**config.mk**
```make
export PLATFORM = sky130hd
export DESIGN_NAME = traffic_gen_top
export DESIGN_NICKNAME = d
export VERILOG_FILES = /design/src/tg_pkg.sv /design/src/beat_ctrl_if.sv /design/src/flow_scheduler.sv /design/src/flow_engine.sv /design/src/beat_composer.sv /design/src/traffic_gen_top.sv
export VERILOG_INCLUDE_DIRS = /design/src
export SDC_FILE = /design/constraint.sdc
export NUM_CORES = 1
export LEC_CHECK = 0
export BUFFER_PORTS_ARGS = -buffer_cell sky130_fd_sc_hd__buf_4
export CAP_MARGIN = 0
export CELL_PAD_IN_SITES_DETAIL_PLACEMENT = 0
export CELL_PAD_IN_SITES_GLOBAL_PLACEMENT = 1
export CORE_AREA = 2 2 446 448
export DETAILED_ROUTE_END_ITERATION = 8
export DIE_AREA = 0 0 448 450
export GPL_TIMING_DRIVEN = 0
export MAX_ROUTING_LAYER = met4
export PLACE_DENSITY = 0.44
export SLEW_MARGIN = 20
export SYNTH_ARGS = -nofsm -noshare
export SYNTH_HDL_FRONTEND = slang
export SYNTH_HIERARCHICAL = 1
export SYNTH_SLANG_ARGS = --single-unit
export TNS_END_PERCENT = 1
```
**constraint.sdc**
```tcl
create_clock -name axi_aclk -period 8.11 [get_ports axi_aclk]
set_input_delay 1.622 -clock axi_aclk [delete_from_list [all_inputs] [get_ports axi_aclk]]
set_output_delay 1.622 -clock axi_aclk [all_outputs]
set_load 0.01 [all_outputs]
```
**src/tg_macros.svh**
```systemverilog
`ifndef TG_MACROS_SVH
`define TG_MACROS_SVH

// flow count and index width
`define TG_NUM_FLOWS 4
`define TG_FLOW_IDX_BITS 2

// stream beat geometry
`define TG_BEAT_BITS 512
`define TG_BEAT_BYTES 64

// header fields shared by every flow
`define TG_DST_MAC 48'h001112345678
`define TG_DST_IP 32'hC0A8640A
`define TG_DST_PORT 16'h1234
`define TG_PROTOCOL 8'h06
`define TG_ETHERTYPE 16'h0800
// marker that follows the timestamp
`define TG_TAIL_MARK 16'h1234

// payload filler and trailing crc word
`define TG_FILL_BYTE 8'h41
`define TG_CRC_WORD 32'h0a212121

`endif

```
**src/tg_pkg.sv**
```systemverilog
`default_nettype none

`include "tg_macros.svh"

package tg_pkg;

    // per-flow configuration, 144 bits
    typedef struct packed {
        logic [47:0] src_mac;
        logic [31:0] src_ip;
        logic [15:0] src_port;
        // packet length in bytes
        logic [15:0] pkt_size;
        // min spacing between first beats
        logic [31:0] cycles_per_pkt;
    } flow_cfg_t;

    typedef logic [`TG_FLOW_IDX_BITS-1:0] flow_idx_t;

    // flow phase
    typedef enum logic [1:0] {
        PH_IDLE     = 2'b00,
        PH_TRANSFER = 2'b01,
        PH_WAIT     = 2'b10
    } flow_phase_e;

    // header beat layout, msb first
    typedef struct packed {
        // dst mac, src mac, ethertype
        logic [111:0] eth;
        // zeros, protocol, zeros, src ip, dst ip
        logic [159:0] ip;
        // src port, dst port, zeros
        logic [159:0] trans;
        // timestamp, tail mark, zeros
        logic [79:0]  tail;
    } hdr_beat_t;

    // one beat seen as header fields or as raw bytes
    typedef union packed {
        hdr_beat_t hdr;
        logic [`TG_BEAT_BYTES-1:0][7:0] bytes;
    } beat_u;

endpackage

`default_nettype wire

```
**src/beat_ctrl_if.sv**
```systemverilog
`timescale 1ns/1ps
`default_nettype none

interface beat_ctrl_if;

    // first beat of the packet
    logic        is_header;
    // last beat of the packet
    logic        crc_beat;
    // current flow addressing
    logic [47:0] src_mac;
    logic [31:0] src_ip;
    logic [15:0] src_port;

    // flow engine side
    modport source (
        output is_header, crc_beat, src_mac, src_ip, src_port
    );

    // beat composer side
    modport sink (
        input is_header, crc_beat, src_mac, src_ip, src_port
    );

endinterface

`default_nettype wire

```
**src/flow_scheduler.sv**
```systemverilog
`timescale 1ns/1ps
`default_nettype none

`include "tg_macros.svh"

module flow_scheduler (
    input  wire logic                     axi_aclk,
    input  wire logic                     aresetn,
    input  wire logic [`TG_NUM_FLOWS-1:0] flow_running,
    input  wire logic                     advance,
    output tg_pkg::flow_idx_t             cur_idx
);

    tg_pkg::flow_idx_t next_idx;

    // rotating search, starting just after the current flow
    always_comb begin
        logic              found;
        tg_pkg::flow_idx_t cand;
        found    = 1'b0;
        next_idx = cur_idx;
        for (int i = 1; i < `TG_NUM_FLOWS; i++) begin
            cand = tg_pkg::flow_idx_t'((int'(cur_idx) + i) % `TG_NUM_FLOWS);
            // first running hit wins
            if (!found && flow_running[cand]) begin
                next_idx = cand;
                found    = 1'b1;
            end
        end
        // no other runner, so next_idx stays on cur_idx
    end

    always_ff @(posedge axi_aclk) begin
        if (!aresetn) begin
            cur_idx <= '0;
        end else if (advance) begin
            cur_idx <= next_idx;
        end
    end

    // index only moves on the cycle after an advance pulse
    a_idx_hold : assert property (
        @(posedge axi_aclk) disable iff (!aresetn)
        !advance |=> $stable(cur_idx)
    );

endmodule

`default_nettype wire

```
**src/flow_engine.sv**
```systemverilog
`timescale 1ns/1ps
`default_nettype none

`include "tg_macros.svh"

module flow_engine (
    input  wire logic                     axi_aclk,
    input  wire logic                     aresetn,
    input  tg_pkg::flow_cfg_t             flow_cfg [`TG_NUM_FLOWS],
    input  wire logic [`TG_NUM_FLOWS-1:0] flow_running,
    input  tg_pkg::flow_idx_t             cur_idx,
    input  wire logic                     rx_ready,
    input  wire logic                     crdt_valid,
    input  wire logic                     qid_fifo_full,
    output logic                          rx_valid,
    output logic                          rx_last,
    output logic                          advance,
    beat_ctrl_if.source                   ctrl
);

    // per-flow state
    tg_pkg::flow_phase_e phase     [`TG_NUM_FLOWS];
    logic [15:0]         byte_cnt  [`TG_NUM_FLOWS];
    logic                hdr_flag  [`TG_NUM_FLOWS];
    logic [31:0]         wait_cnt  [`TG_NUM_FLOWS];

    // advance seen last cycle, keeps the pulse one cycle wide
    logic switch_q;

    tg_pkg::flow_cfg_t   cur_cfg;
    tg_pkg::flow_phase_e cur_phase;
    logic                cur_running;
    logic                gate_ok;
    logic                pace_done;
    logic                last_beat;
    logic                start;
    logic                accept;
    logic                done;

    assign cur_cfg     = flow_cfg[cur_idx];
    assign cur_phase   = phase[cur_idx];
    assign cur_running = flow_running[cur_idx];

    // start gate, levels only
    assign gate_ok = rx_ready && crdt_valid && !qid_fifo_full;
    // wait_cnt >= cycles_per_pkt - 1, kept in 33 bits so zero spacing works
    assign pace_done = ({1'b0, wait_cnt[cur_idx]} + 33'd1) >= {1'b0, cur_cfg.cycles_per_pkt};
    // remaining bytes fit in this beat
    assign last_beat = ({1'b0, byte_cnt[cur_idx]} + 17'(`TG_BEAT_BYTES))
                       >= {1'b0, cur_cfg.pkt_size};

    assign start = cur_running && gate_ok &&
                   ((cur_phase == tg_pkg::PH_IDLE) ||
                    (cur_phase == tg_pkg::PH_WAIT && pace_done));

    // valid held off right after a switch to a flow already mid-packet
    assign rx_valid = cur_running && (cur_phase == tg_pkg::PH_TRANSFER) && !switch_q;
    assign rx_last  = rx_valid && last_beat;
    assign accept   = rx_valid && rx_ready;
    assign done     = accept && last_beat;
    // move on after a packet, or skip a stopped flow
    assign advance  = !switch_q && (done || !cur_running);

    // beat control for the composer
    assign ctrl.is_header = hdr_flag[cur_idx];
    assign ctrl.crc_beat  = last_beat;
    assign ctrl.src_mac   = cur_cfg.src_mac;
    assign ctrl.src_ip    = cur_cfg.src_ip;
    assign ctrl.src_port  = cur_cfg.src_port;

    always_ff @(posedge axi_aclk) begin
        if (!aresetn) begin
            switch_q <= 1'b0;
            for (int i = 0; i < `TG_NUM_FLOWS; i++) begin
                phase[i]    <= tg_pkg::PH_IDLE;
                byte_cnt[i] <= '0;
                hdr_flag[i] <= 1'b1;
                wait_cnt[i] <= '0;
            end
        end else begin
            switch_q <= advance;
            for (int i = 0; i < `TG_NUM_FLOWS; i++) begin
                if (!flow_running[i] && phase[i] == tg_pkg::PH_WAIT) begin
                    // stopped while pacing, back to idle
                    phase[i]    <= tg_pkg::PH_IDLE;
                    byte_cnt[i] <= '0;
                    hdr_flag[i] <= 1'b1;
                    wait_cnt[i] <= '0;
                end else if (flow_running[i]) begin
                    // pacing counter, saturating
                    if (phase[i] == tg_pkg::PH_IDLE) begin
                        wait_cnt[i] <= '0;
                    end else if (wait_cnt[i] != '1) begin
                        wait_cnt[i] <= wait_cnt[i] + 32'd1;
                    end
                    if (i == int'(cur_idx)) begin
                        if (start) begin
                            phase[i]    <= tg_pkg::PH_TRANSFER;
                            // spacing measured from this first beat
                            wait_cnt[i] <= '0;
                        end else if (accept) begin
                            hdr_flag[i] <= 1'b0;
                            if (last_beat) begin
                                phase[i]    <= tg_pkg::PH_WAIT;
                                byte_cnt[i] <= '0;
                                hdr_flag[i] <= 1'b1;
                            end else begin
                                byte_cnt[i] <= byte_cnt[i] + 16'(`TG_BEAT_BYTES);
                            end
                        end
                    end
                end
            end
        end
    end

    // last beat is always a presented beat
    a_last_valid : assert property (
        @(posedge axi_aclk) disable iff (!aresetn)
        rx_last |-> rx_valid
    );

    // scheduler never sees back-to-back advance
    a_adv_pulse : assert property (
        @(posedge axi_aclk) disable iff (!aresetn)
        advance |=> !advance
    );

endmodule

`default_nettype wire

```
**src/beat_composer.sv**
```systemverilog
`timescale 1ns/1ps
`default_nettype none

`include "tg_macros.svh"

module beat_composer (
    input  wire logic [31:0]             timestamp,
    beat_ctrl_if.sink                    ctrl,
    output logic [`TG_BEAT_BITS-1:0]     rx_data
);

    tg_pkg::beat_u beat;

    always_comb begin
        // payload default, every byte is filler
        beat.bytes = {`TG_BEAT_BYTES{`TG_FILL_BYTE}};

        // first beat carries the full header
        if (ctrl.is_header) begin
            beat.hdr.eth = {
                `TG_DST_MAC,
                ctrl.src_mac,
                `TG_ETHERTYPE
            };
            beat.hdr.ip = {
                72'h0,
                `TG_PROTOCOL,
                16'h0,
                ctrl.src_ip,
                `TG_DST_IP
            };
            beat.hdr.trans = {
                ctrl.src_port,
                `TG_DST_PORT,
                128'h0
            };
            // timestamp sampled as the beat is presented
            beat.hdr.tail = {
                timestamp,
                `TG_TAIL_MARK,
                32'h0
            };
        end

        // crc word on the low four bytes of the last beat
        // one-beat packets get it on top of the header
        if (ctrl.crc_beat) begin
            beat.bytes[3:0] = `TG_CRC_WORD;
        end
    end

    assign rx_data = beat;

endmodule

`default_nettype wire

```
**src/traffic_gen_top.sv**
```systemverilog
`timescale 1ns/1ps
`default_nettype none

`include "tg_macros.svh"

module traffic_gen_top (
    input  wire logic                     axi_aclk,
    input  wire logic                     aresetn,
    input  wire logic [31:0]              timestamp,
    input  wire logic                     rx_ready,
    output logic                          rx_valid,
    output logic [`TG_BEAT_BITS-1:0]      rx_data,
    output logic                          rx_last,
    input  wire logic                     crdt_valid,
    input  wire logic                     qid_fifo_full,
    input  tg_pkg::flow_cfg_t             flow_cfg [`TG_NUM_FLOWS],
    input  wire logic [`TG_NUM_FLOWS-1:0] flow_running,
    output tg_pkg::flow_idx_t             curr_flow_idx
);

    // scheduler handshake
    logic              advance;
    tg_pkg::flow_idx_t cur_idx;

    // engine to composer beat control
    beat_ctrl_if ctrl_if ();

    flow_scheduler sched_i (
        .axi_aclk     (axi_aclk),
        .aresetn      (aresetn),
        .flow_running (flow_running),
        .advance      (advance),
        .cur_idx      (cur_idx)
    );

    flow_engine engine_i (
        .axi_aclk      (axi_aclk),
        .aresetn       (aresetn),
        .flow_cfg      (flow_cfg),
        .flow_running  (flow_running),
        .cur_idx       (cur_idx),
        .rx_ready      (rx_ready),
        .crdt_valid    (crdt_valid),
        .qid_fifo_full (qid_fifo_full),
        .rx_valid      (rx_valid),
        .rx_last       (rx_last),
        .advance       (advance),
        .ctrl          (ctrl_if.source)
    );

    // beat data straight out, no register stage
    beat_composer composer_i (
        .timestamp (timestamp),
        .ctrl      (ctrl_if.sink),
        .rx_data   (rx_data)
    );

    assign curr_flow_idx = cur_idx;

endmodule

`default_nettype wire

```
==> report_table.html, run 1 <==
<table>
<tr><th>Metric</th><th>Value</th></tr>
<tr><th colspan="2">Outcome</th></tr>
<tr><td>Outcome</td><td>finished, final reports clean</td></tr>
<tr><th colspan="2">Placement</th></tr>
<tr><td>Number of cells in the design after placement</td><td>5747</td></tr>
<tr><td>Instance area after placement</td><td>0.0314 mm^2</td></tr>
<tr><td>Number of port buffers</td><td>877</td></tr>
<tr><td>Post-placement worst setup slack</td><td>212 ps</td></tr>
<tr><td>Post-DP HPWL</td><td>152000 um</td></tr>
<tr><td>Last weighted congestion value of the routability-driven placer</td><td>0.978</td></tr>
<tr><th colspan="2">Clock tree</th></tr>
<tr><td>H-tree depth</td><td>4</td></tr>
<tr><td>Number of sinks driven by the clock tree</td><td>183</td></tr>
<tr><td>Clock buffers created by TritonCTS</td><td>17</td></tr>
<tr><td>Clock tree from TritonCTS</td><td>yes</td></tr>
<tr><td>Clock buffer depth</td><td>2</td></tr>
<tr><td>Cts hold-fix bufs</td><td>0</td></tr>
<tr><td>Insertion delay to the later sink of the worst-skew pair</td><td>500 ps</td></tr>
<tr><td>CTS root buf</td><td>clkbuf_16</td></tr>
<tr><td>CTS clock-pin slew for the worst setup and hold paths</td><td>80 ps</td></tr>
<tr><th colspan="2">Worst setup path</th></tr>
<tr><td>Worst EP arrival</td><td>8000 ps</td></tr>
<tr><td>R2R Setup Slk</td><td>350 ps</td></tr>
<tr><td>Reg-to-reg endpoint</td><td>engine_i/wait_cnt[0][17]</td></tr>
<tr><td>Type of origin of the critical path</td><td>flop</td></tr>
<tr><td>Startpoint of the worst-slack reg-to-reg timing path</td><td>sched_i/cur_idx[0]</td></tr>
<tr><td>CP endpoint kind</td><td>flop</td></tr>
<tr><td>Number of cells traversed by the worst register-to-register path</td><td>23</td></tr>
<tr><td>Worst Path Max Fanout</td><td>14</td></tr>
<tr><td>Worst Path Required</td><td>8350 ps</td></tr>
<tr><td>Critical Path, Cell by Cell</td><td>buf_6 &gt; buf_12 &gt; buf_12 &gt; buf_4 &gt; mux4_1 &gt; ha_1 &gt; nand4_1 &gt; or3_4 &gt; or3_1 &gt; clkbuf_1 &gt; nor3_2 &gt; nand3_1 &gt; xnor2_1 &gt; ha_1 &gt; a211o_1 &gt; a21oi_1 &gt; nand4_2 &gt; o31ai_4 &gt; a21oi_4 &gt; buf_6 &gt; nand3b_1 &gt; buf_8 &gt; buf_8</td></tr>
<tr><td>Cell with the largest stage delay on the worst path</td><td>dfxtp_1</td></tr>
<tr><td>Maximum single-stage delay on the critical path</td><td>620 ps</td></tr>
<tr><td>CP Class</td><td>flop to flop</td></tr>
<tr><th colspan="2">Synthesis</th></tr>
<tr><td>Netlist area before placement</td><td>0.0204 mm^2</td></tr>
<tr><td>Post-synth ARST share</td><td>0%</td></tr>
<tr><td>Gate count of the mapped netlist</td><td>1968</td></tr>
<tr><td>Number of storage elements in the synthesis netlist</td><td>183</td></tr>
<tr><td>Distinct cell type count of the synthesized netlist</td><td>76</td></tr>
<tr><td>Main flop type after synthesis</td><td>edfxtp_1</td></tr>
<tr><td>Count of warnings emitted by yosys</td><td>6</td></tr>
<tr><td>Post-synthesis area per instance</td><td>10.4 um^2</td></tr>
<tr><td>Share of synthesized area occupied by flip-flops and latches</td><td>26.8%</td></tr>
<tr><td>Number of synthesized flops with an enable pin</td><td>180</td></tr>
<tr><th colspan="2">Detailed routing</th></tr>
<tr><td>Total length of routed wires</td><td>166000 um</td></tr>
<tr><td>Number of DRC violations after detailed routing</td><td>0</td></tr>
<tr><td>Vias/cell</td><td>3.39</td></tr>
<tr><td>Number of DRC violations after detailed-routing iteration 0</td><td>1303</td></tr>
<tr><td>DR vias</td><td>19700</td></tr>
<tr><td>Routed Antenna Nets</td><td>0</td></tr>
<tr><td>Average wire per standard cell</td><td>28.6 um</td></tr>
<tr><td>Detailed Routing Iterations Pass 1</td><td>5</td></tr>
<tr><th colspan="2">Cells and area</th></tr>
<tr><td>Filler Cells Inserted</td><td>22300</td></tr>
<tr><td>Growth of design area from synthesis to finish</td><td>57.6%</td></tr>
<tr><td>Design area</td><td>0.0322 mm^2</td></tr>
<tr><td>Non-filler cells in the finished layout</td><td>5820</td></tr>
<tr><td>Fin nets</td><td>3795</td></tr>
<tr><td>Area occupied by multi-input gates</td><td>0.0121 mm^2</td></tr>
<tr><td>Share of layout cells above drive strength 1</td><td>49.8%</td></tr>
<tr><td>Sequential cell area</td><td>0.00547 mm^2</td></tr>
<tr><th colspan="2">Floorplanning</th></tr>
<tr><td>Initial cell density of the core</td><td>10.4%</td></tr>
<tr><td>Die height</td><td>450 um</td></tr>
<tr><td>Ports placed on the boundary</td><td>1133</td></tr>
<tr><td>Area of the die</td><td>0.202 mm^2</td></tr>
<tr><td>Area of the core</td><td>0.197 mm^2</td></tr>
<tr><td>Num rows</td><td>163</td></tr>
<tr><td>X dimension of the die</td><td>448 um</td></tr>
<tr><th colspan="2">Global route</th></tr>
<tr><td>Total gr overflow</td><td>0</td></tr>
<tr><td>Initial antenna violation count</td><td>89</td></tr>
<tr><td>First-pass GRT wire length</td><td>206000 um</td></tr>
<tr><td>Largest net degree at the start of global routing</td><td>71</td></tr>
<tr><td>Vias in the first global route</td><td>19000</td></tr>
<tr><td>Overall fraction of global-route tracks in use</td><td>16.3%</td></tr>
<tr><th colspan="2">Hold path</th></tr>
<tr><td>Kind of path behind the tightest hold check</td><td>flop to flop</td></tr>
<tr><td>Worst hold path endpoint</td><td>engine_i/switch_q</td></tr>
<tr><td>Hold-critical path depth</td><td>1</td></tr>
<tr><td>Hold_sp</td><td>engine_i/switch_q</td></tr>
<tr><th colspan="2">STA</th></tr>
<tr><td>Fmax</td><td>129 MHz</td></tr>
<tr><td>Number of slew-limit violations in the final report</td><td>0</td></tr>
<tr><td>Clock period minus final worst setup slack</td><td>7760 ps</td></tr>
<tr><td>Worst Max-Slew Pin Slew</td><td>1250 ps</td></tr>
<tr><td>Max-slew headroom at the worst pin</td><td>16.2%</td></tr>
<tr><td>RSZ-0062 raised after global routing</td><td>no</td></tr>
<tr><td>Final count of negative-setup-slack endpoints</td><td>0</td></tr>
<tr><td>Post-route fraction of the period consumed by the critical path</td><td>95.7%</td></tr>
<tr><td>Largest clock skew in the final design</td><td>19.2 ps</td></tr>
<tr><td>Setup ws final</td><td>347 ps</td></tr>
<tr><td>Final Hold Slack</td><td>527 ps</td></tr>
<tr><td>Number of hold violations in the final report</td><td>0</td></tr>
<tr><th colspan="2">Flow run</th></tr>
<tr><td>Reported max-cap violation count</td><td>0</td></tr>
<tr><th colspan="2">Pwr</th></tr>
<tr><td>Peak VDD IR</td><td>0.177 mV</td></tr>
<tr><td>Ratio of total power to cell area</td><td>184 mW/mm^2</td></tr>
<tr><td>Static leakage power</td><td>13.5 nW</td></tr>
</table>
[power breakdown]
part / internal (W) / switching [W]
clock: 0.000443 / 0.000457
combinational: 0.00157 / 0.00224
sequential: 0.00112 / 0.000106
[registers in the layout (all words and copies together), names as in the netlist]
name	flops
engine_i/phase	8
engine_i/hdr_flag	4
engine_i/wait_cnt	128
sched_i/cur_idx	2
engine_i/byte_cnt	40
engine_i/switch_q	1
[cell type report]
cell class / count / share of cell area [%]
Multi-Input combinational cell: 1488 / 37.7
Timing Repair Buffer: 886 / 20.9
Sequential cell: 183 / 17.0
Buffer: 480 / 11.0
Tap cell: 2640 / 10.3
Clock buffer: 17 / 1.32
Inverter: 70 / 0.825
Clock inverter: 15 / 0.580
Antenna cell: 41 / 0.319
[kinds of logic after synthesis]
family | synth area share (%)
simple gates | 19.4
fa+ha+maj | 3.19
xor+xnor | 8.07
compound gates | 3.01
other cells | 0.0368
flops | 26.8
mux | 20.9
buf+inv | 18.6
[layer usage]
layer	vias to the layer above	GRT usage [%]	routed length, um
met2	831	31.4	94700
li1	8926	-	-
met1	9734	15.9	57000
met5	-	-	0
met4	0	7.78	7950
met3	233	2.13	6760
[how the worst max path moves through the flow]
stage                       startpoint                        to  slack [ps]  cells past startpoint
floorplan           sched_i/cur_idx[1]   engine_i/wait_cnt[2][0]         880                     21
global placement    sched_i/cur_idx[0]  engine_i/wait_cnt[2][30]       -3020                     20
detailed placement  sched_i/cur_idx[0]  engine_i/wait_cnt[0][28]         210                     23
CTS                 sched_i/cur_idx[0]               rx_data[16]          80                     17
global route        sched_i/cur_idx[0]               rx_data[16]          20                     17
finish              sched_i/cur_idx[0]  engine_i/wait_cnt[0][17]         350                     23
[critical path, delay by kind of cell, from the launching register on]
family / cells / cell delay [ps]
compound gates: 4 / 1690
xor+xnor: 1 / 530
fa+ha+maj: 2 / 640
buf+inv: 8 / 1750
flops: 1 / 620
mux: 1 / 270
simple gates: 7 / 1970
[cells in the mapped netlist, drive strengths merged, types with 48 or more instances]
cell type	count	area [um^2]
and2	109	684
buf	446	3390
edfxtp	180	5410
ha	52	651
inv	70	263
mux4	184	4240
nand2	93	349
nand3	79	400
nand4	48	307
nor2	124	523
nor3	91	472
nor4	49	319
xnor2	95	832
xor2	93	815
[metrics by stage]
step / total power (W) / setup TNS (ps) / util (%)
after floorplan: 0.00300 / 0 / -
after global placement: 0.00517 / -199480 / 15.9
after detailed placement: 0.00517 / 0 / 16.0
after CTS: 0.00609 / 0 / 16.3
after global routing: 0.00620 / 0 / 16.3
final: 0.00593 / 0 / 16.4
[layout by cell type (no fill, tap or decap), types with 7 or more instances in the layout]
| master | count |
|---|---|
| nor4_1 | 45 |
| mux4_1 | 25 |
| or3_1 | 12 |
| a21oi_1 | 23 |
| nand4_1 | 47 |
| buf_4 | 1269 |
| clkbuf_1 | 26 |
| conb_1 | 255 |
| mux4_2 | 157 |
| nand2_1 | 93 |
| and2_1 | 108 |
| and3_1 | 25 |
| clkbuf_16 | 17 |
| diode_2 | 41 |
| nand3_1 | 78 |
| inv_1 | 69 |
| o21ai_0 | 10 |
| buf_2 | 23 |
| xnor2_1 | 95 |
| nor2_1 | 115 |
| ha_1 | 52 |
| nor2_4 | 7 |
| and4_1 | 12 |
| xor2_1 | 93 |
| nor3_1 | 89 |
| edfxtp_1 | 180 |
| nand2b_1 | 44 |
| nor2b_1 | 7 |
| buf_6 | 24 |
[timing repair]
item                                    CTS  global route
endpoints found under the hold margin     0             0
gates resized for setup                   1             0
setup buffers                             0             0
endpoints found under the setup margin    4             0
Note: power is estimated with default switching activity, not from simulation.
==> inputs of run 2 (changes only) <==
--- a/config.mk
+++ b/config.mk
@@ -10,15 +10,14 @@
 export CAP_MARGIN = 0
 export CELL_PAD_IN_SITES_DETAIL_PLACEMENT = 0
 export CELL_PAD_IN_SITES_GLOBAL_PLACEMENT = 1
-export CORE_AREA = 2 2 446 448
+export CORE_AREA = 2 2 435 437
 export DETAILED_ROUTE_END_ITERATION = 8
-export DIE_AREA = 0 0 448 450
+export DIE_AREA = 0 0 437 439
 export GPL_TIMING_DRIVEN = 0
 export MAX_ROUTING_LAYER = met4
-export PLACE_DENSITY = 0.44
+export PLACE_DENSITY = 0.45
 export SLEW_MARGIN = 20
 export SYNTH_ARGS = -nofsm -noshare
 export SYNTH_HDL_FRONTEND = slang
-export SYNTH_HIERARCHICAL = 1
 export SYNTH_SLANG_ARGS = --single-unit
 export TNS_END_PERCENT = 1
==> report_table.html, run 2 <==
<table>
<tr><th>Metric</th><th>Value</th></tr>
<tr><th colspan="2">Clock tree</th></tr>
<tr><td>CTS root buf</td><td>clkbuf_16 (unchanged)</td></tr>
<tr><td>Cts hold-fix bufs</td><td>0 (unchanged)</td></tr>
<tr><td>Clock buffers created by TritonCTS</td><td>17 (unchanged)</td></tr>
<tr><td>Clock tree from TritonCTS</td><td>yes (unchanged)</td></tr>
<tr><td>Insertion delay to the later sink of the worst-skew pair</td><td>470 ps (was 500 ps)</td></tr>
<tr><td>Post-CTS setup repair buffer count</td><td>0 (unchanged)</td></tr>
<tr><td>H-tree depth</td><td>4 (unchanged)</td></tr>
<tr><td>CTS clock-pin slew for the worst setup and hold paths</td><td>70 ps (was 80 ps)</td></tr>
<tr><td>Clock buffer depth</td><td>2 (unchanged)</td></tr>
<tr><td>Total of cells resized after clock tree synthesis</td><td>3 (was 1)</td></tr>
<tr><td>Number of sinks driven by the clock tree</td><td>185 (was 183)</td></tr>
<tr><th colspan="2">Worst setup path</th></tr>
<tr><td>Worst EP arrival</td><td>6010 ps (was 8000 ps)</td></tr>
<tr><td>R2R Setup Slk</td><td>1750 ps (was 350 ps)</td></tr>
<tr><td>Number of cells traversed by the worst register-to-register path</td><td>22 (was 23)</td></tr>
<tr><td>Reg-to-reg endpoint</td><td>engine_i.wait_cnt[1][10] (was engine_i/wait_cnt[0][17])</td></tr>
<tr><td>CP Class</td><td>flop to primary output (was flop to flop)</td></tr>
<tr><td>Critical Path, Cell by Cell</td><td>buf_2 &gt; buf_2 &gt; buf_2 &gt; mux4_2 &gt; inv_1 &gt; ha_1 &gt; a21oi_1 &gt; nor2_1 &gt; a211oi_1 &gt; nand4_1 &gt; a21oi_4 &gt; inv_1 &gt; nor2_2 &gt; buf_16 &gt; buf_4 &gt; buf_4 (was buf_6 &gt; buf_12 &gt; buf_12 &gt; buf_4 &gt; mux4_1 &gt; ha_1 &gt; nand4_1 &gt; or3_4 &gt; or3_1 &gt; clkbuf_1 &gt; nor3_2 &gt; nand3_1 &gt; xnor2_1 &gt; ha_1 &gt; a211o_1 &gt; a21oi_1 &gt; nand4_2 &gt; o31ai_4 &gt; a21oi_4 &gt; buf_6 &gt; nand3b_1 &gt; buf_8 &gt; buf_8)</td></tr>
<tr><td>Cell with the largest stage delay on the worst path</td><td>buf_2 (was dfxtp_1)</td></tr>
<tr><td>Crit path depth</td><td>16 (was 23)</td></tr>
<tr><td>Number of buffer and inverter stages on the critical path</td><td>8 (unchanged)</td></tr>
<tr><td>Worst Path Max Fanout</td><td>18 (was 14)</td></tr>
<tr><td>Worst Path Required</td><td>6490 ps (was 8350 ps)</td></tr>
<tr><td>CP endpoint kind</td><td>primary output (was flop)</td></tr>
<tr><td>Type of origin of the critical path</td><td>flop (unchanged)</td></tr>
<tr><td>Library cell appearing most often on the critical path</td><td>buf_2</td></tr>
<tr><td>Maximum single-stage delay on the critical path</td><td>590 ps (was 620 ps)</td></tr>
<tr><td>Worst path top cell family by delay</td><td>buffers and inverters (was simple AND/OR/NAND/NOR gates)</td></tr>
<tr><th colspan="2">Cells and area</th></tr>
<tr><td>Area occupied by multi-input gates</td><td>0.0119 mm^2 (was 0.0121 mm^2)</td></tr>
<tr><td>Sequential cell area</td><td>0.00551 mm^2 (was 0.00547 mm^2)</td></tr>
<tr><td>Register with the highest flop count</td><td>engine_i.wait_cnt (was engine_i/wait_cnt)</td></tr>
<tr><td>Share of layout cells above drive strength 1</td><td>49.7% (was 49.8%)</td></tr>
<tr><td>Registers with the most flip-flops</td><td>engine_i.wait_cnt x128, engine_i.byte_cnt x40, engine_i.phase x8 (was engine_i/wait_cnt x128, engine_i/byte_cnt x40, engine_i/phase x8)</td></tr>
<tr><td>Number of flip-flops under the largest register name</td><td>128 (unchanged)</td></tr>
<tr><td>Non-filler cells in the finished layout</td><td>5691 (was 5820)</td></tr>
<tr><td>Growth of design area from synthesis to finish</td><td>58.7% (was 57.6%)</td></tr>
<tr><td>Filler Cells Inserted</td><td>21100 (was 22300)</td></tr>
<tr><td>Most common library cell in the layout ignoring fill and taps</td><td>buf_4 (unchanged)</td></tr>
<tr><td>Most used cells in the layout excluding fill and tap cells</td><td>1286 x buf_4, 255 x conb_1, 209 x nor2_1 (was 1269 x buf_4, 255 x conb_1, 180 x edfxtp_1)</td></tr>
<tr><td>Fin nets</td><td>3814 (was 3795)</td></tr>
<tr><th colspan="2">STA</th></tr>
<tr><td>Fmax</td><td>131 MHz (was 129 MHz)</td></tr>
<tr><td>Setup tns final</td><td>0 ps (unchanged)</td></tr>
<tr><td>Largest clock skew in the final design</td><td>16.8 ps (was 19.2 ps)</td></tr>
<tr><td>Final Hold Slack</td><td>614 ps (was 527 ps)</td></tr>
<tr><td>Final count of negative-setup-slack endpoints</td><td>0 (unchanged)</td></tr>
<tr><td>Clock period minus final worst setup slack</td><td>7630 ps (was 7760 ps)</td></tr>
<tr><td>Worst Max-Slew Pin Slew</td><td>1110 ps (was 1250 ps)</td></tr>
<tr><td>Number of slew-limit violations in the final report</td><td>0 (unchanged)</td></tr>
<tr><td>RSZ-0062 raised after global routing</td><td>no (unchanged)</td></tr>
<tr><td>Number of hold violations in the final report</td><td>0 (unchanged)</td></tr>
<tr><td>Post-route fraction of the period consumed by the critical path</td><td>94.1% (was 95.7%)</td></tr>
<tr><td>Max-slew headroom at the worst pin</td><td>25.8% (was 16.2%)</td></tr>
<tr><th colspan="2">Floorplanning</th></tr>
<tr><td>Ports placed on the boundary</td><td>1133 (unchanged)</td></tr>
<tr><td>X dimension of the die</td><td>437 um (was 448 um)</td></tr>
<tr><td>Num rows</td><td>159 (was 163)</td></tr>
<tr><td>Initial cell density of the core</td><td>10.7% (was 10.4%)</td></tr>
<tr><td>Area of the core</td><td>0.187 mm^2 (was 0.197 mm^2)</td></tr>
<tr><td>Area of the die</td><td>0.192 mm^2 (was 0.202 mm^2)</td></tr>
<tr><td>Die height</td><td>439 um (was 450 um)</td></tr>
<tr><th colspan="2">Pwr</th></tr>
<tr><td>Static leakage power</td><td>13.6 nW (was 13.5 nW)</td></tr>
<tr><td>Ratio of total power to cell area</td><td>195 mW/mm^2 (was 184 mW/mm^2)</td></tr>
<tr><td>Peak VDD IR</td><td>0.165 mV (was 0.177 mV)</td></tr>
<tr><th colspan="2">Synthesis</th></tr>
<tr><td>Post-synth ARST share</td><td>0% (unchanged)</td></tr>
<tr><td>Number of storage elements in the synthesis netlist</td><td>185 (was 183)</td></tr>
<tr><td>Number of synthesized flops with an enable pin</td><td>180 (unchanged)</td></tr>
<tr><td>Gate count of the mapped netlist</td><td>1965 (was 1968)</td></tr>
<tr><td>Post-synthesis area per instance</td><td>10.2 um^2 (was 10.4 um^2)</td></tr>
<tr><td>Share of synthesized area occupied by flip-flops and latches</td><td>27.5% (was 26.8%)</td></tr>
<tr><td>Distinct cell type count of the synthesized netlist</td><td>70 (was 76)</td></tr>
<tr><td>Main flop type after synthesis</td><td>edfxtp_1 (unchanged)</td></tr>
<tr><td>Netlist area before placement</td><td>0.0200 mm^2 (was 0.0204 mm^2)</td></tr>
<tr><td>Most instantiated library cell after synthesis</td><td>buf_4 (unchanged)</td></tr>
<tr><td>Area share of the largest cell type after synthesis</td><td>27.0% (was 26.5%)</td></tr>
<tr><td>Cell types occupying the most area after synthesis</td><td>edfxtp_1 27%, mux4_2 19%, buf_4 15%, xor2_1 4.6%, nor2_1 3.9% (was edfxtp_1 26%, mux4_2 17%, buf_4 14%, xnor2_1 4.1%, xor2_1 4.0%)</td></tr>
<tr><td>Cell types with the highest counts after synthesis</td><td>390 x buf_4, 210 x nor2_1, 180 x edfxtp_1 (was 390 x buf_4, 180 x edfxtp_1, 157 x mux4_2)</td></tr>
<tr><td>Leading area contributor after synthesis</td><td>edfxtp_1 (unchanged)</td></tr>
<tr><td>Count of warnings emitted by yosys</td><td>0 (was 6)</td></tr>
<tr><th colspan="2">Hold path</th></tr>
<tr><td>Worst hold path endpoint</td><td>engine_i.byte_cnt[3][15] (was engine_i/switch_q)</td></tr>
<tr><td>Kind of path behind the tightest hold check</td><td>flop to flop (unchanged)</td></tr>
<tr><td>Hold_sp</td><td>engine_i.byte_cnt[3][15] (was engine_i/switch_q)</td></tr>
<tr><td>Hold-critical path depth</td><td>2 (was 1)</td></tr>
<tr><th colspan="2">Global route</th></tr>
<tr><td>Vias in the first global route</td><td>18100 (was 19000)</td></tr>
<tr><td>Total gr overflow</td><td>0 (unchanged)</td></tr>
<tr><td>Overall fraction of global-route tracks in use</td><td>14.1% (was 16.3%)</td></tr>
<tr><td>Initial antenna violation count</td><td>66 (was 89)</td></tr>
<tr><td>First-pass GRT wire length</td><td>175000 um (was 206000 um)</td></tr>
<tr><td>Largest net degree at the start of global routing</td><td>37 (was 71)</td></tr>
<tr><th colspan="2">Detailed routing</th></tr>
<tr><td>Average wire per standard cell</td><td>24.4 um (was 28.6 um)</td></tr>
<tr><td>Vias/cell</td><td>3.39 (about the same)</td></tr>
<tr><td>Number of DRC violations after detailed routing</td><td>0 (unchanged)</td></tr>
<tr><td>Routed Antenna Nets</td><td>0 (unchanged)</td></tr>
<tr><td>Total length of routed wires</td><td>139000 um (was 166000 um)</td></tr>
<tr><td>DR vias</td><td>19300 (was 19700)</td></tr>
<tr><td>Number of DRC violations after detailed-routing iteration 0</td><td>1366 (was 1303)</td></tr>
<tr><td>Detailed Routing Iterations Pass 1</td><td>5 (unchanged)</td></tr>
<tr><th colspan="2">Placement</th></tr>
<tr><td>Last weighted congestion value of the routability-driven placer</td><td>0.966 (was 0.978)</td></tr>
<tr><td>Number of cells in the design after placement</td><td>5618 (was 5747)</td></tr>
<tr><td>Number of port buffers</td><td>875 (was 877)</td></tr>
<tr><td>Post-DP HPWL</td><td>125000 um (was 152000 um)</td></tr>
<tr><th colspan="2">Outcome</th></tr>
<tr><td>Outcome</td><td>finished, final reports clean (unchanged)</td></tr>
<tr><th colspan="2">Flow run</th></tr>
<tr><td>Reported max-cap violation count</td><td>0 (unchanged)</td></tr>
</table>
[run 2: cell count changes in the layout (fill, tap and decap cells not counted), sizes merged, moves of 6 or more]
cell and change:
nor2 +86, nor3 -56, nor4 -29, nand2 +14, xnor2 -13, o21ai +12, xor2 +12, a21oi -11
clkbuf +8, nand3 +7, nor2b -6, o211ai +6, or2 -6
[run 2: stage by stage]
stage	setup WS [ps]	utilization [%]	power, W	instance area (um^2)
after CTS	231	16.9	0.00629	31600
after global placement	-6430	16.4	0.00543	30600
final	475	17.0	0.00619	31700
after global routing	86.7	17.0	0.00648	31700
after detailed placement	-353	16.6	0.00544	31100
after floorplan	548	-	0.00327	21000
[run 2: how the worst max path moves through the flow]
| stage | to | from |
|---|---|---|
| after global routing | rx_data[22] | sched_i.cur_idx[0] |
| after detailed placement | rx_data[22] | sched_i.cur_idx[0] |
| after floorplan | rx_data[14] | flop |
| after global placement | rx_data[22] | flop |
| final | rx_data[22] | sched_i.cur_idx[0] |
| after CTS | rx_data[22] | sched_i.cur_idx[0] |
[run 2: layer usage]
| layer | part of all wire (%) | track usage [%] |
|---|---|---|
| met5 | 0 | - |
| met3 | 7.5 | 3.95 |
| met2 | 50 | 23.8 |
| met1 | 41 | 16.7 |
| met4 | 1.5 | 2.53 |
[run 2: worst reg2reg max path: stages, from the launching register on]
cell	delay, ps
dfxtp_1	330
buf_6	200
buf_6	220
buf_6	210
buf_4	300
mux4_2	340
ha_1	230
nand3_1	170
nor4_2	440
and2_1	200
buf_4	210
xor2_1	230
ha_1	290
and4_1	210
a221oi_1	430
nand4_1	290
a31oi_4	470
and2_4	290
o211ai_1	270
buf_4	310
buf_4	170
buf_4	170
buf_4	160
[run 2: layout make-up]
class / instances / share of cell area [%]
inverters: 70 / 0.828
diodes: 42 / 0.331
multi-input cells: 1498 / 37.5
well taps: 2495 / 9.83
repair buffers: 905 / 21.9
flip-flops and latches: 185 / 17.3
clock inverters: 14 / 0.355
clock buffers: 18 / 1.35
plain buffers: 464 / 10.5
[run 2: kinds of logic (layout without fill, tap and decap cells)]
| family | after synthesis | after routing | share of synthesized area (%) |
|---|---|---|---|
| and+or+nand+nor | 722 | 722 | 18.4 |
| buffers and inverters | 535 | 1471 | 18.0 |
| muxes | 192 | 192 | 21.3 |
| xor gates and xnor gates | 187 | 187 | 8.19 |
| DFF | 185 | 185 | 27.5 |
| AOI/OAI and AO/OA | 86 | 86 | 3.08 |
| adders and majority gates | 56 | 56 | 3.50 |
| other | 2 | 297 | 0.0375 |
[run 2: where the power goes]
part	internal, W	switching, W
registers	0.00114	0.000119
clock network	0.000400	0.000432
logic	0.00171	0.00238
total	0.00326	0.00294
==> inputs of run 3 (changes only) <==
--- a/config.mk
+++ b/config.mk
@@ -10,12 +10,13 @@
 export CAP_MARGIN = 0
 export CELL_PAD_IN_SITES_DETAIL_PLACEMENT = 0
 export CELL_PAD_IN_SITES_GLOBAL_PLACEMENT = 1
-export CORE_AREA = 2 2 435 437
+export CORE_AREA = 2 2 442 444
+export CTS_BUF_LIST = sky130_fd_sc_hd__clkbuf_4
 export DETAILED_ROUTE_END_ITERATION = 8
-export DIE_AREA = 0 0 437 439
+export DIE_AREA = 0 0 444 446
 export GPL_TIMING_DRIVEN = 0
 export MAX_ROUTING_LAYER = met4
-export PLACE_DENSITY = 0.45
+export PLACE_DENSITY = 0.44
 export SLEW_MARGIN = 20
 export SYNTH_ARGS = -nofsm -noshare
 export SYNTH_HDL_FRONTEND = slang
==> report_table.html, run 3 (synthesized netlist as in run 2, its figures left out) <==
<table>
<tr><th>Metric</th><th>Value</th></tr>
<tr><th colspan="2">Cells and area</th></tr>
<tr><td>Number of flip-flops under the largest register name</td><td>128 (unchanged)</td></tr>
<tr><td>Fin nets</td><td>3817 (was 3814)</td></tr>
<tr><td>Final Core Density</td><td>16.3% (was 17.0%)</td></tr>
<tr><td>Design area</td><td>0.0315 mm^2 (was 0.0317 mm^2)</td></tr>
<tr><td>Share of layout cells above drive strength 1</td><td>49.8% (was 49.7%)</td></tr>
<tr><td>Non-filler cells in the finished layout</td><td>5733 (was 5691)</td></tr>
<tr><td>Most common library cell in the layout ignoring fill and taps</td><td>buf_4 (unchanged)</td></tr>
<tr><td>Register with the highest flop count</td><td>engine_i.wait_cnt (unchanged)</td></tr>
<tr><td>Growth of design area from synthesis to finish</td><td>57.5% (was 58.7%)</td></tr>
<tr><td>Most used cells in the layout excluding fill and tap cells</td><td>1293 x buf_4, 255 x conb_1, 209 x nor2_1 (was 1286 x buf_4, 255 x conb_1, 209 x nor2_1)</td></tr>
<tr><td>Registers with the most flip-flops</td><td>engine_i.wait_cnt x128, engine_i.byte_cnt x40, engine_i.phase x8 (unchanged)</td></tr>
<tr><th colspan="2">Global route</th></tr>
<tr><td>Overall fraction of global-route tracks in use</td><td>13.4% (was 14.1%)</td></tr>
<tr><td>Vias in the first global route</td><td>17900 (was 18100)</td></tr>
<tr><td>First-pass GRT wire length</td><td>172000 um (was 175000 um)</td></tr>
<tr><td>Total gr overflow</td><td>0 (unchanged)</td></tr>
<tr><td>Largest net degree at the start of global routing</td><td>41 (was 37)</td></tr>
<tr><td>Initial antenna violation count</td><td>50 (was 66)</td></tr>
<tr><th colspan="2">Pwr</th></tr>
<tr><td>Sequential share of power</td><td>21.2% (was 20.4%)</td></tr>
<tr><td>Sw Ratio</td><td>48.4% (was 47.4%)</td></tr>
<tr><td>P_sw</td><td>0.00287 W (was 0.00294 W)</td></tr>
<tr><td>Relative contribution of combinational cells to total power</td><td>69.2% (was 66.2%)</td></tr>
<tr><td>Clock share of power</td><td>9.6% (was 13.4%)</td></tr>
<tr><td>Peak VDD IR</td><td>0.115 mV (was 0.165 mV)</td></tr>
<tr><td>Static leakage power</td><td>13.4 nW (was 13.6 nW)</td></tr>
<tr><td>P_int</td><td>0.00306 W (was 0.00326 W)</td></tr>
<tr><td>Ratio of total power to cell area</td><td>188 mW/mm^2 (was 195 mW/mm^2)</td></tr>
<tr><td>Total power draw</td><td>0.00593 W (was 0.00619 W)</td></tr>
<tr><th colspan="2">Detailed routing</th></tr>
<tr><td>Average wire per standard cell</td><td>23.7 um (was 24.4 um)</td></tr>
<tr><td>Number of DRC violations after detailed routing</td><td>0 (unchanged)</td></tr>
<tr><td>Number of DRC violations after detailed-routing iteration 0</td><td>1267 (was 1366)</td></tr>
<tr><td>DR vias</td><td>19100 (was 19300)</td></tr>
<tr><td>Total length of routed wires</td><td>136000 um (was 139000 um)</td></tr>
<tr><td>Vias/cell</td><td>3.33 (was 3.39)</td></tr>
<tr><td>Routed Antenna Nets</td><td>0 (unchanged)</td></tr>
<tr><td>Detailed Routing Iterations Pass 1</td><td>5 (unchanged)</td></tr>
<tr><th colspan="2">Worst setup path</th></tr>
<tr><td>Startpoint of the worst-slack reg-to-reg timing path</td><td>sched_i.cur_idx[0]</td></tr>
<tr><td>Type of origin of the critical path</td><td>flop (unchanged)</td></tr>
<tr><td>CP endpoint kind</td><td>primary output (unchanged)</td></tr>
<tr><td>Library cell appearing most often on the critical path</td><td>buf_4 (was buf_2)</td></tr>
<tr><td>Worst Path Max Fanout</td><td>10 (was 18)</td></tr>
<tr><td>CP Class</td><td>flop to primary output (unchanged)</td></tr>
<tr><td>Critical Path, Cell by Cell</td><td>clkbuf_1 &gt; clkbuf_2 &gt; clkbuf_2 &gt; mux4_2 &gt; inv_1 &gt; ha_1 &gt; a21oi_1 &gt; nor2_1 &gt; a211oi_1 &gt; nand4_1 &gt; a21oi_4 &gt; buf_4 &gt; nand2_1 &gt; buf_4 &gt; buf_4 (was buf_2 &gt; buf_2 &gt; buf_2 &gt; mux4_2 &gt; inv_1 &gt; ha_1 &gt; a21oi_1 &gt; nor2_1 &gt; a211oi_1 &gt; nand4_1 &gt; a21oi_4 &gt; inv_1 &gt; nor2_2 &gt; buf_16 &gt; buf_4 &gt; buf_4)</td></tr>
<tr><td>Number of cells traversed by the worst register-to-register path</td><td>21 (was 22)</td></tr>
<tr><td>Maximum single-stage delay on the critical path</td><td>710 ps (was 590 ps)</td></tr>
<tr><td>Cell with the largest stage delay on the worst path</td><td>clkbuf_1 (was buf_2)</td></tr>
<tr><td>Reg-to-reg endpoint</td><td>engine_i.wait_cnt[2][9] (was engine_i.wait_cnt[1][10])</td></tr>
<tr><td>Worst Path Required</td><td>6490 ps (about the same)</td></tr>
<tr><td>R2R Setup Slk</td><td>1330 ps (was 1750 ps)</td></tr>
<tr><td>Worst EP arrival</td><td>6020 ps (was 6010 ps)</td></tr>
<tr><th colspan="2">Floorplanning</th></tr>
<tr><td>Num rows</td><td>162 (was 159)</td></tr>
<tr><td>Die height</td><td>446 um (was 439 um)</td></tr>
<tr><td>Area of the core</td><td>0.194 mm^2 (was 0.187 mm^2)</td></tr>
<tr><td>Area of the die</td><td>0.198 mm^2 (was 0.192 mm^2)</td></tr>
<tr><td>Initial cell density of the core</td><td>10.3% (was 10.7%)</td></tr>
<tr><td>Ports placed on the boundary</td><td>1133 (unchanged)</td></tr>
<tr><td>X dimension of the die</td><td>444 um (was 437 um)</td></tr>
<tr><th colspan="2">Clock tree</th></tr>
<tr><td>CTS root buf</td><td>clkbuf_4 (was clkbuf_16)</td></tr>
<tr><td>Clock buffers created by TritonCTS</td><td>17 (unchanged)</td></tr>
<tr><td>Cts hold-fix bufs</td><td>0 (unchanged)</td></tr>
<tr><td>Number of sinks driven by the clock tree</td><td>185 (unchanged)</td></tr>
<tr><td>H-tree depth</td><td>4 (unchanged)</td></tr>
<tr><td>CTS clock-pin slew for the worst setup and hold paths</td><td>160 ps (was 70 ps)</td></tr>
<tr><td>Clock tree from TritonCTS</td><td>yes (unchanged)</td></tr>
<tr><td>Insertion delay to the later sink of the worst-skew pair</td><td>750 ps (was 470 ps)</td></tr>
<tr><td>Clock buffer depth</td><td>2 (unchanged)</td></tr>
<tr><th colspan="2">Placement</th></tr>
<tr><td>Post-placement worst setup slack</td><td>-547 ps (was -353 ps)</td></tr>
<tr><td>Last weighted congestion value of the routability-driven placer</td><td>0.886 (was 0.966)</td></tr>
<tr><td>Number of cells in the design after placement</td><td>5662 (was 5618)</td></tr>
<tr><td>Post-DP HPWL</td><td>121000 um (was 125000 um)</td></tr>
<tr><td>Number of port buffers</td><td>875 (unchanged)</td></tr>
<tr><td>Instance area after placement</td><td>0.0311 mm^2 (about the same)</td></tr>
<tr><th colspan="2">STA</th></tr>
<tr><td>Fmax</td><td>131 MHz (about the same)</td></tr>
<tr><td>Worst Max-Slew Pin Slew</td><td>1110 ps (about the same)</td></tr>
<tr><td>Final count of negative-setup-slack endpoints</td><td>0 (unchanged)</td></tr>
<tr><td>Max-slew headroom at the worst pin</td><td>25.4% (was 25.8%)</td></tr>
<tr><td>Setup ws final</td><td>473 ps (was 475 ps)</td></tr>
<tr><td>RSZ-0062 raised after global routing</td><td>no (unchanged)</td></tr>
<tr><td>Post-route fraction of the period consumed by the critical path</td><td>94.2% (was 94.1%)</td></tr>
<tr><td>Number of hold violations in the final report</td><td>0 (unchanged)</td></tr>
<tr><td>Largest clock skew in the final design</td><td>38.5 ps (was 16.8 ps)</td></tr>
<tr><td>Number of slew-limit violations in the final report</td><td>0 (unchanged)</td></tr>
<tr><td>Clock period minus final worst setup slack</td><td>7640 ps (was 7630 ps)</td></tr>
<tr><th colspan="2">Hold path</th></tr>
<tr><td>Hold_sp</td><td>engine_i.byte_cnt[1][15] (was engine_i.byte_cnt[3][15])</td></tr>
<tr><td>Hold-critical path depth</td><td>2 (unchanged)</td></tr>
<tr><td>Worst hold path endpoint</td><td>engine_i.byte_cnt[1][15] (was engine_i.byte_cnt[3][15])</td></tr>
<tr><td>Kind of path behind the tightest hold check</td><td>flop to flop (unchanged)</td></tr>
<tr><th colspan="2">Outcome</th></tr>
<tr><td>Outcome</td><td>finished, final reports clean (unchanged)</td></tr>
<tr><th colspan="2">Flow run</th></tr>
<tr><td>Reported max-cap violation count</td><td>0 (unchanged)</td></tr>
</table>
-- run 3: changes by cell type in the layout (fill, tap and decap cells not counted), moves of 2 or more --
cell,previous run,this run
clkbuf_1,34,29
clkbuf_2,6,11
inv_8,3,1
diode_2,42,34
buf_16,7,5
clkinv_2,4,0
buf_4,1286,1293
clkinv_1,0,2
clkbuf_4,2,23
clkbuf_16,17,0
buf_2,13,9
-- run 3: per-stage QoR --
step / hold slack [ps] / TNS [ps]
after CTS: 647 / 0
final: 646 / 0
after detailed placement: 608 / -2710
after floorplan: 573 / 0
after global placement: 607 / -969550
after global routing: 678 / 0
-- run 3: worst max-delay path: cells and delay by family, from the launching register on --
family | cells | cell delay [ps]
buffers and inverters | 7 | 2580
multiplexers | 1 | 410
adder cells (fa/ha/maj) | 1 | 230
flip-flops | 1 | 540
AND/OR/NAND/NOR | 3 | 750
AO/OA/AOI/OAI | 3 | 680
-- run 3: worst max path at each step --
| stage | endpoint | start | cells past startpoint | slack [ps] |
|---|---|---|---|---|
| 6_report | rx_data[16] | sched_i.cur_idx[1] | 15 | 470 |
| 5_1_grt | rx_data[22] | sched_i.cur_idx[0] | 18 | 90 |
| 4_1_cts | rx_data[22] | sched_i.cur_idx[1] | 17 | 70 |
| 3_5_place_dp | rx_data[24] | sched_i.cur_idx[0] | 16 | -550 |
| 3_3_place_gp | rx_data[22] | flop | 11 | -6210 |
| 2_1_floorplan | rx_data[14] | flop | 10 | 550 |
-- run 3: what timing repair did --
| item | in CTS | in global routing |
|---|---|---|
| resized for setup | 4 | 0 |
| endpoints found under the setup margin | 13 | 0 |
| buffers inserted | 6 | 0 |
-- run 3: metal layers --
layer / part of all wire (%) / vias to the layer above / routed length [um] / global-route usage, %
li1: - / 8839 / - / -
met1: 40 / 9389 / 54900 / 15.4
met2: 50 / 786 / 68100 / 22.6
met3: 6.8 / 70 / 9230 / 4.09
met4: 2.9 / 0 / 3890 / 3.77
met5: 0 / - / 0 / -
-- run 3: power by group through the flow --
| stage | clock, W | sequential (W) | combinational (W) |
|---|---|---|---|
| global placement | 0 | 0.00128 | 0.00417 |
| global route | 0.000627 | 0.00127 | 0.00440 |
| floorplan | 0 | 0.00123 | 0.00204 |
| CTS | 0.000603 | 0.00125 | 0.00426 |
| detailed placement | 0 | 0.00128 | 0.00417 |
| finish | 0.000571 | 0.00125 | 0.00410 |
-- run 3: area by class of cell --
cell class              instances  area [um^2]
multi-input cells            1498        11900
diodes                         34         85.1
clock inverters                11          116
clock buffers                  21          158
well taps                    2542         3180
repair buffers                908         6930
inverters                      70          267
flip-flops and latches        185         5510
fillers                     21900       162000
plain buffers                 464         3350
